### src/source/arb_pkg.sv
package arb_pkg;

    // ========================================================================
    // Subsystem sizing
    // ========================================================================

    // Clients sharing the output port
    localparam int NUM_CLIENTS = 8;

    // Payload carried by each client
    localparam int DATA_W = 16;

    // Bits needed to name one client
    localparam int CLIENT_IDX_W = $clog2(NUM_CLIENTS);

    // ========================================================================
    // Types
    // ========================================================================

    // One bit per client, for requests, masks and grants
    typedef logic [NUM_CLIENTS-1:0] client_vec_t;

    // Index of a single client
    typedef logic [CLIENT_IDX_W-1:0] client_idx_t;

    // Payload word of a single client
    typedef logic [DATA_W-1:0] client_data_t;

endpackage : arb_pkg

### src/source/leading_one_detector.sv
module leading_one_detector #(
    parameter int WIDTH = 8
)
(
    data,
    position,
    found
);

    // ========================================================================
    // Sizing
    // ========================================================================

    // Index width, kept at one bit for a degenerate single-bit input
    localparam int POS_W = (WIDTH > 1) ? $clog2(WIDTH) : 1;

    input  logic [WIDTH-1:0] data;
    output logic [POS_W-1:0] position;
    output logic             found;

    // ========================================================================
    // Search
    // ========================================================================

    // Walk from bit 0 upwards
    // Every later hit overwrites, so the highest set bit is what remains
    always_comb
    begin
        position = '0;
        found    = 1'b0;
        for (int i = 0; i < WIDTH; i++)
        begin
            if (data[i])
            begin
                position = POS_W'(i);
                found    = 1'b1;
            end
        end
    end

    // All-zero input leaves position at zero and found low

endmodule : leading_one_detector

### src/source/round_robin_arbiter.sv
module round_robin_arbiter
    import arb_pkg::*;
(
    input  logic        clk,
    input  logic        rst_n,
    input  client_vec_t req,
    output client_vec_t gnt
);

    // ========================================================================
    // Declarations
    // ========================================================================

    // Clients strictly below the previous winner
    client_vec_t lower_mask;
    // Everyone except the previous winner
    client_vec_t excl_mask;

    // Candidate sets for the two searches
    client_vec_t req_masked;
    client_vec_t req_wide;
    logic        multi_req;

    // Search results
    client_idx_t masked_pos;
    logic        masked_found;
    client_idx_t wide_pos;
    logic        wide_found;

    // Arbitration result for this cycle
    client_idx_t winner;
    logic        win_vld;
    client_vec_t winner_onehot;

    // ========================================================================
    // Candidate sets
    // ========================================================================

    // Lower-priority requests continue the rotation downwards
    assign req_masked = req & lower_mask;

    // More than one bit set when clearing the lowest set bit leaves something
    assign multi_req = |(req & (req - client_vec_t'(1)));

    // With a lone requester the exclusion is skipped so it wins every cycle
    assign req_wide = multi_req ? (req & excl_mask) : req;

    // ========================================================================
    // Highest-set-bit searches
    // ========================================================================

    leading_one_detector #(
        .WIDTH (NUM_CLIENTS)
    ) u_masked_lod (
        .data     (req_masked),
        .position (masked_pos),
        .found    (masked_found)
    );

    leading_one_detector #(
        .WIDTH (NUM_CLIENTS)
    ) u_wide_lod (
        .data     (req_wide),
        .position (wide_pos),
        .found    (wide_found)
    );

    // ========================================================================
    // Winner selection
    // ========================================================================

    // Masked hit first, otherwise start over from the top of the wide set
    always_comb
    begin
        if (masked_found)
        begin
            winner  = masked_pos;
            win_vld = 1'b1;
        end
        else if (wide_found)
        begin
            winner  = wide_pos;
            win_vld = 1'b1;
        end
        else
        begin
            winner  = '0;
            win_vld = 1'b0;
        end
    end

    assign winner_onehot = client_vec_t'(1) << winner;

    // ========================================================================
    // Priority state
    // ========================================================================

    // Exclusion resets to all ones so the very first grant is never blocked
    // An idle cycle drops the last winner and priority restarts at the top
    always_ff @(posedge clk or negedge rst_n)
    begin
        if (!rst_n)
        begin
            lower_mask <= '0;
            excl_mask  <= '1;
        end
        else if (win_vld)
        begin
            lower_mask <= winner_onehot - client_vec_t'(1);
            excl_mask  <= ~winner_onehot;
        end
        else
        begin
            lower_mask <= '0;
            excl_mask  <= '1;
        end
    end

    // ========================================================================
    // Grant register
    // ========================================================================

    // One-cycle one-hot pulse per win
    always_ff @(posedge clk or negedge rst_n)
    begin
        if (!rst_n)
        begin
            gnt <= '0;
        end
        else
        begin
            gnt <= win_vld ? winner_onehot : '0;
        end
    end

    // ========================================================================
    // Assertions
    // ========================================================================

    // A grant only goes to a client that requested on the sampling edge
    a_gnt_requested: assert property (
        @(posedge clk) disable iff (!rst_n)
        (gnt & ~$past(req)) == '0
    );

endmodule : round_robin_arbiter

### src/source/grant_data_mux.sv
module grant_data_mux
    import arb_pkg::*;
(
    input  logic                          clk,
    input  logic                          rst_n,
    input  client_vec_t                   gnt,
    input  logic [NUM_CLIENTS*DATA_W-1:0] req_data,
    output logic                          out_valid,
    output client_idx_t                   out_client,
    output client_data_t                  out_data
);

    // ========================================================================
    // Declarations
    // ========================================================================

    client_idx_t  gnt_idx;
    logic         gnt_found;
    client_data_t sel_data;

    // ========================================================================
    // Grant decode and payload select
    // ========================================================================

    // Grant is one-hot, so its highest set bit is the granted client
    leading_one_detector #(
        .WIDTH (NUM_CLIENTS)
    ) u_gnt_lod (
        .data     (gnt),
        .position (gnt_idx),
        .found    (gnt_found)
    );

    // Client k sits in slice k of the flat payload bus
    assign sel_data = req_data[gnt_idx*DATA_W +: DATA_W];

    // ========================================================================
    // Output register
    // ========================================================================

    // Valid strobes for one cycle per grant
    // Index and payload hold their last values between grants
    always_ff @(posedge clk or negedge rst_n)
    begin
        if (!rst_n)
        begin
            out_valid  <= 1'b0;
            out_client <= '0;
            out_data   <= '0;
        end
        else
        begin
            out_valid <= gnt_found;
            if (gnt_found)
            begin
                out_client <= gnt_idx;
                out_data   <= sel_data;
            end
        end
    end

    // ========================================================================
    // Assertions
    // ========================================================================

    // Each grant cycle is followed by exactly one output strobe
    a_valid_follows_gnt: assert property (
        @(posedge clk) disable iff (!rst_n)
        out_valid == $past(|gnt)
    );

endmodule : grant_data_mux

### src/source/shared_port_arbiter.sv
module shared_port_arbiter
    import arb_pkg::*;
(
    input  logic                          clk,
    input  logic                          rst_n,

    // Client side
    input  client_vec_t                   req,
    input  logic [NUM_CLIENTS*DATA_W-1:0] req_data,

    // Grant pulses back to the clients
    output client_vec_t                   gnt,

    // Shared output port
    output logic                          out_valid,
    output client_idx_t                   out_client,
    output client_data_t                  out_data
);

    // ========================================================================
    // Pipeline
    // ========================================================================

    // Stage 1 picks a winner and registers its one-hot grant
    round_robin_arbiter u_arbiter (
        .clk   (clk),
        .rst_n (rst_n),
        .req   (req),
        .gnt   (gnt)
    );

    // Stage 2 forwards the granted payload with its index
    // Payload is taken as presented during the grant cycle
    grant_data_mux u_mux (
        .clk        (clk),
        .rst_n      (rst_n),
        .gnt        (gnt),
        .req_data   (req_data),
        .out_valid  (out_valid),
        .out_client (out_client),
        .out_data   (out_data)
    );

    // Two cycles from request sample to output strobe
    // One item sits in gnt and one in the output register

endmodule : shared_port_arbiter

### config.mk
export PLATFORM = sky130hd
export DESIGN_NAME = shared_port_arbiter
export DESIGN_NICKNAME = d
export VERILOG_FILES = /design/src/source/arb_pkg.sv /design/src/source/leading_one_detector.sv /design/src/source/round_robin_arbiter.sv /design/src/source/grant_data_mux.sv /design/src/source/shared_port_arbiter.sv
export SDC_FILE = /design/constraint.sdc
export NUM_CORES = 1
export LEC_CHECK = 0
export BUFFER_PORTS_ARGS = -buffer_cell sky130_fd_sc_hd__buf_2
export CORE_UTILIZATION = 29
export CTS_CLUSTER_DIAMETER = 60
export DETAILED_ROUTE_END_ITERATION = 8
export PLACE_DENSITY_LB_ADDON = 0.3
export SLEW_MARGIN = 20
export SYNTH_ARGS = -nofsm -noshare
export SYNTH_HDL_FRONTEND = slang
export SYNTH_HIERARCHICAL = 1
export SYNTH_SLANG_ARGS = --single-unit
### constraint.sdc
create_clock -name clk -period 7.35 [get_ports clk]
set_input_delay 0.735 -clock clk [delete_from_list [all_inputs] [get_ports clk]]
set_output_delay 0.735 -clock clk [all_outputs]
set_load 0.02 [all_outputs]
==> results.cfg, run 1 <==
[floorplanning]
die-height_um = 103
core_um2 = 9820
dieArea_um2 = 10600
io_pins = 166
rows = 36
die_w_um = 103
initial_utilization_pct = 30.0

[grt]
track_usage_pct = 16.8
grt_pass1_wl_um = 13400
grt_max_degree = 50
grt_pass1_vias = 2684
gr-total-overflow = 0
antenna_found_initial = 0

[worst_setup_path]
slowest_delay_ns = 0.63
cp_cell_sequence = buf_2 -> nor3_1 -> nand2_1 -> nor3_1 -> o21a_1 -> nor2_1 -> o31ai_1 -> o21ai_0 -> o211ai_1 -> ha_1 -> inv_1 -> a2111oi_4
cp_slowest_cell = o31ai_1
critPathBufInv = 2
endpoint_kind = flop
path_delay_family = compound AO/OA/AOI/OAI gates
arrival_ns = 3.50
critPathLaunchType = input port
critPathKind = in2reg
path_max_fanout = 5
cpMostUsedCell = nor3_1
cp.required_ns = 7.55

[clock_network]
cts_setup_buffers = 0
cts_hold_buf = 0
tritoncts = done
htree_levels = 2
clockBufferDepth = 2
post_cts_resized = 0
cts_sinks = 44
clk_pin_slew_ns = 0.09
cts_buffers = 5
clock_latency_ns = 0.29
cts_root_buffer = clkbuf_8

[finish]
drive_gt1_share_pct = 50.1
nNetsFinal = 567
n_fill_cell = 1022
multi_input_area_um2 = 1690
n_antenna_cell = 0
final_area_um2 = 3980
area.sequential_um2 = 1110
area_growth_pct = 35.1

[timing]
holdWs_ns = 0.500
setup_viol = 0
slew_headroom_pct = 24.2
grt_setup_unrepaired = false
worst_slack_ns = 4.04
period_share_pct = 45.0
fin_tns_setup_ns = 0
worst_pin_slew_ns = 1.13
finalHoldViolCount = 0
max_freq_mhz = 303
maxSlewViolCount = 0
clock_skew_ns = 0.00688
min_period_ns = 3.31

[yosys]
ys_seq_area_share_pct = 37.7
syn_nets = 409
yosys.area.top_type = dfrtp_1
synth-seq-cells = 44
yosys-top-cells-count = 36 x dfrtp_1, 32 x mux2i_1, 29 x nor2_1
synth_edf_count = 0
ys_types = 50
yosysWarnings = 6
netlist_instances = 270
syn_area_um2 = 2950
synth_most_common_cell = dfrtp_1
avgSynthCellArea_um2 = 10.9
async_flop_share_pct = 100
ys_top_cells_by_area = dfrtp_1 31%, mux4_2 12%, mux2i_1 11%
synth_top_area_share_pct = 30.6
ys.flop_type = dfrtp_1

[power_and_ir_drop]
ir_drop_uv = 253
p_leak_nw = 1.91
totalPowerFinal_mw = 2.00
powerDensity_nw_per_um2 = 503

[detailed_routing]
drt_first_iter_violations = 53
routed_via_density = 5.00
first_pass_iters = 4
drc_errors = 0
wl_per_cell_um = 16.6
via_count = 2810
detail-route-antenna-nets = 0
wl_um = 9310

[placed_design]
gp_congestion = 0.949
pre_cts_slack_ns = 3.81
io_buffers = 165
place_area_um2 = 3860
dp_hpwl_um = 7450

[run]
maxCapViolCount = 0

[outcome]
status = finished clean

[min_path]
worstHoldPathType = reg2reg
area by class of cell:
| cell class | count | area share [%] |
|---|---|---|
| Sequential cell | 44 | 27.9 |
| Timing Repair Buffer | 166 | 20.9 |
| Inverter | 16 | 1.64 |
| Clock inverter | 3 | 1.19 |
| Tap cell | 133 | 4.18 |
| Clock buffer | 5 | 1.73 |
| Multi-Input combinational cell | 195 | 42.4 |
through the flow:
step / std cells / utilization, %
finish: 562 / 40.5
global route: 562 / 40.5
floorplan: 270 / -
CTS: 562 / 40.5
global placement: 554 / 39.3
detailed placement: 554 / 39.3
report_power, final:
group / leakage [nW] / switching (mW) / internal (mW) / total (mW)
Sequential: 0.522 / 0.0602 / 0.370 / 0.430
Clock: 0.0583 / 0.0874 / 0.102 / 0.190
Combinational: 1.33 / 0.761 / 0.622 / 1.38
Total: 1.91 / 0.909 / 1.09 / 2.00
worst register-to-register path: stages, from the launching register on:
cell and delay (ns):
dfrtp_1 0.40, and2_1 0.19, nor2_1 0.19, nand4_1 0.59
nand3b_1 0.39, nand2_1 0.16, nand3_1 0.12, ha_1 0.25
or4_1 0.52, o21ai_1 0.08
path summary, 6_finish.rpt:
path	from	endpoint	slack, ns	cells past startpoint
worst max register to register	u_arbiter/lower_mask[6]	u_arbiter/lower_mask[2]	4.41	9
max in group asynchronous	rst_n	u_mux/out_data[5]	6.13	1
min in group asynchronous	rst_n	u_arbiter/lower_mask[7]	0.60	1
worst max-delay path	req[5]	u_arbiter/lower_mask[4]	4.04	12
worst min register to register	u_mux/out_client[2]	u_mux/out_client[2]	0.50	1
worst min-delay path	u_mux/out_client[2]	u_mux/out_client[2]	0.50	1
cells in the final DEF, fill, tap and decap left out, types with 5 or more instances in the layout:
cell type,netlist,final
nand2_1,10,10
mux2i_1,32,32
and2_1,10,10
mux4_2,16,16
a21oi_1,10,10
o22ai_1,15,15
dfrtp_1,36,36
nor2_1,29,29
dfstp_2,8,8
a221o_1,16,16
buf_2,5,165
clkbuf_8,0,5
nor2b_1,5,5
inv_1,9,9
routing by layer:
metal | track usage (%) | wire length [um]
met1 | 18.4 | 3640
met2 | 33.1 | 5000
met3 | 3.12 | 566
met4 | 4.33 | 100
met5 | 0 | 0
sequential cells by signal, summed over array words and instances (netlist names):
| name | flops |
|---|---|
| u_arbiter/excl_mask | 8 |
| u_arbiter/lower_mask | 8 |
| u_mux/out_data | 16 |
| u_mux/out_valid | 1 |
| u_arbiter/gnt | 8 |
| u_mux/out_client | 3 |
kinds of logic (layout without fill, tap and decap cells):
family / after synthesis / in the layout / share of synthesized area [%]
flops: 44 / 44 / 37.7
compound gates: 65 / 65 / 17.0
other cells: 1 / 1 / 0.127
fa+ha+maj: 1 / 1 / 0.425
simple gates: 77 / 77 / 13.8
buf+inv: 31 / 190 / 5.95
mux: 51 / 51 / 25.0
Power figures use the tool's default switching activity.
==> inputs of run 2 (changes only) <==
==> constraint.sdc (replaced) <==
create_clock -name clk -period 3 [get_ports clk]
set_input_delay 0.3 -clock clk [delete_from_list [all_inputs] [get_ports clk]]
set_output_delay 0.3 -clock clk [all_outputs]
set_load 0.02 [all_outputs]
==> run 2 against run 1 <==
Critical path type is now reg2reg. Global-route usage up 0.49 points. Via count up 1.5%. Non-clock buffer count increased by 7. The flow now finishes with violations (hold timing). Register-to-register slack got worse by 4.1 ns. Count of clock-buffer cells in the layout unchanged. Clock power rose to 2.5 times the previous value. Sequential share of layout area shrank 0.48 points. Final cell count grew 1.4%. Utilization increased by 0.71 points. Cell area grew 1.8%. Largest cell class unchanged.
==> results.cfg, run 2 (same netlist as run 1, synthesis figures left out) <==
[outcome]
status = finished with violations
violations = hold timing

[floorplanning]
core_um2 = 9820
initial_utilization_pct = 30.0
rows = 36
io_pins = 166
die-height_um = 103
dieArea_um2 = 10600
die_w_um = 103

[power_and_ir_drop]
powerDensity_nw_per_um2 = 1250
totalPowerFinal_mw = 5.05
p_leak_nw = 1.95
ir_drop_uv = 605

[timing]
grt_setup_unrepaired = false
holdWs_ns = -0.0253
worst_slack_ns = 0.284
worst_pin_slew_ns = 1.13
finalHoldViolCount = 3
fin_tns_setup_ns = 0
slew_headroom_pct = 24.6
max_freq_mhz = 368
setup_viol = 0
maxSlewViolCount = 0
period_share_pct = 90.5
min_period_ns = 2.72
clock_skew_ns = 0.00721

[finish]
layout_common_cells = 164 x buf_2, 36 x dfrtp_1, 32 x mux2i_1
top_register = u_mux/out_data
final_area_um2 = 4050
drive_gt1_share_pct = 50.9
layout_commonest_cell = buf_2
nNetsFinal = 574
area_growth_pct = 37.5
largest_reg_flops = 16
n_fill_cell = 988
layout.cells.non_filler = 570
utilization_pct = 41.2

[clock_network]
clk_pin_slew_ns = 0.10
clockBufferDepth = 2
cts_root_buffer = clkbuf_8
cts_buffers = 5
clock_latency_ns = 0.30
post_cts_resized = 0
tritoncts = done
cts_hold_buf = 0
cts_sinks = 44
cts_setup_buffers = 0
htree_levels = 2

[grt]
gr-total-overflow = 0
grt_max_degree = 50
grt.met3_usage_pct = 3.59
track_usage_pct = 17.3
grt_pass1_vias = 2801
use_met1_pct = 19.0
busiest_layer = met2
met2_usage_pct = 33.1
grt_pass1_wl_um = 13800
antenna_found_initial = 0

[worst_setup_path]
reg2reg_depth = 9
path_max_fanout = 9
timing.rr.start = u_arbiter/lower_mask[2]
endpoint_kind = flop
arrival_ns = 2.95
critPathLaunchType = flop
r2r_end = u_arbiter/lower_mask[2]
critPathKind = reg2reg
crit_start = u_arbiter/lower_mask[2]
regToRegSetupSlack_ns = 0.28
cp.required_ns = 3.23
cp-endpoint = u_arbiter/lower_mask[2]

[placed_design]
pre_cts_slack_ns = 0.0877
dp_hpwl_um = 7460
dpl.cell_count = 561
place_area_um2 = 3930
io_buffers = 165
gp_congestion = 0.959

[min_path]
worstHoldPathType = in2async

[detailed_routing]
wl_per_cell_um = 16.7
first_pass_iters = 5
routed_via_density = 5.00
drt_first_iter_violations = 63
via_count = 2852
wl_um = 9500
drc_errors = 0
detail-route-antenna-nets = 0

[run]
maxCapViolCount = 0
-- run 2: changes by cell type in the layout (fill, tap and decap cells not counted), sizes merged --
cell | previous run | this run
buf | 166 | 173
diode | 0 | 1
-- run 2: power by group --
group	switching (mW)	total (mW)	internal, mW	leakage [nW]
registers	0.140	1.05	0.906	0.522
logic	1.91	3.53	1.61	1.36
clock network	0.225	0.476	0.251	0.0583
-- run 2: worst min path at each step --
stage,from,to,slack [ns],cells past startpoint
after floorplan,rst_n,u_arbiter/gnt[0],0.004,0
after global placement,u_mux/out_client[2],u_mux/out_client[2],0.47,1
after detailed placement,u_mux/out_client[2],u_mux/out_client[2],0.48,1
after CTS,rst_n,u_arbiter/lower_mask[7],0.20,1
after global routing,rst_n,u_arbiter/lower_mask[7],0.01,1
final,rst_n,u_arbiter/lower_mask[7],-0.03,1
-- run 2: final cells by class --
type	instances	area [um2]	share of cell area, %
antenna	1	2.50	0.0618
clock buffer	5	68.8	1.70
clock inverter	3	47.5	1.17
inverter	16	65.1	1.61
multi-input combinational	195	1690	41.7
sequential	44	1110	27.4
tap	133	166	4.11
timing repair buffer	173	901	22.2
-- run 2: per-layer routing --
metal,share of wire [%],vias up,wire [um]
li1,-,1364,-
met1,39,1377,3710
met2,53,105,5080
met3,6.3,6,602
met4,1.1,0,105
met5,0,-,0
-- run 2: critical path, stage by stage (launching register included) --
cell	delay, ns
dfrtp_1	0.40
and2_1	0.17
nor2_1	0.19
nand4_1	0.42
nand3b_1	0.31
nand2_1	0.16
nand3_1	0.12
ha_1	0.25
or4_1	0.53
o21ai_1	0.09
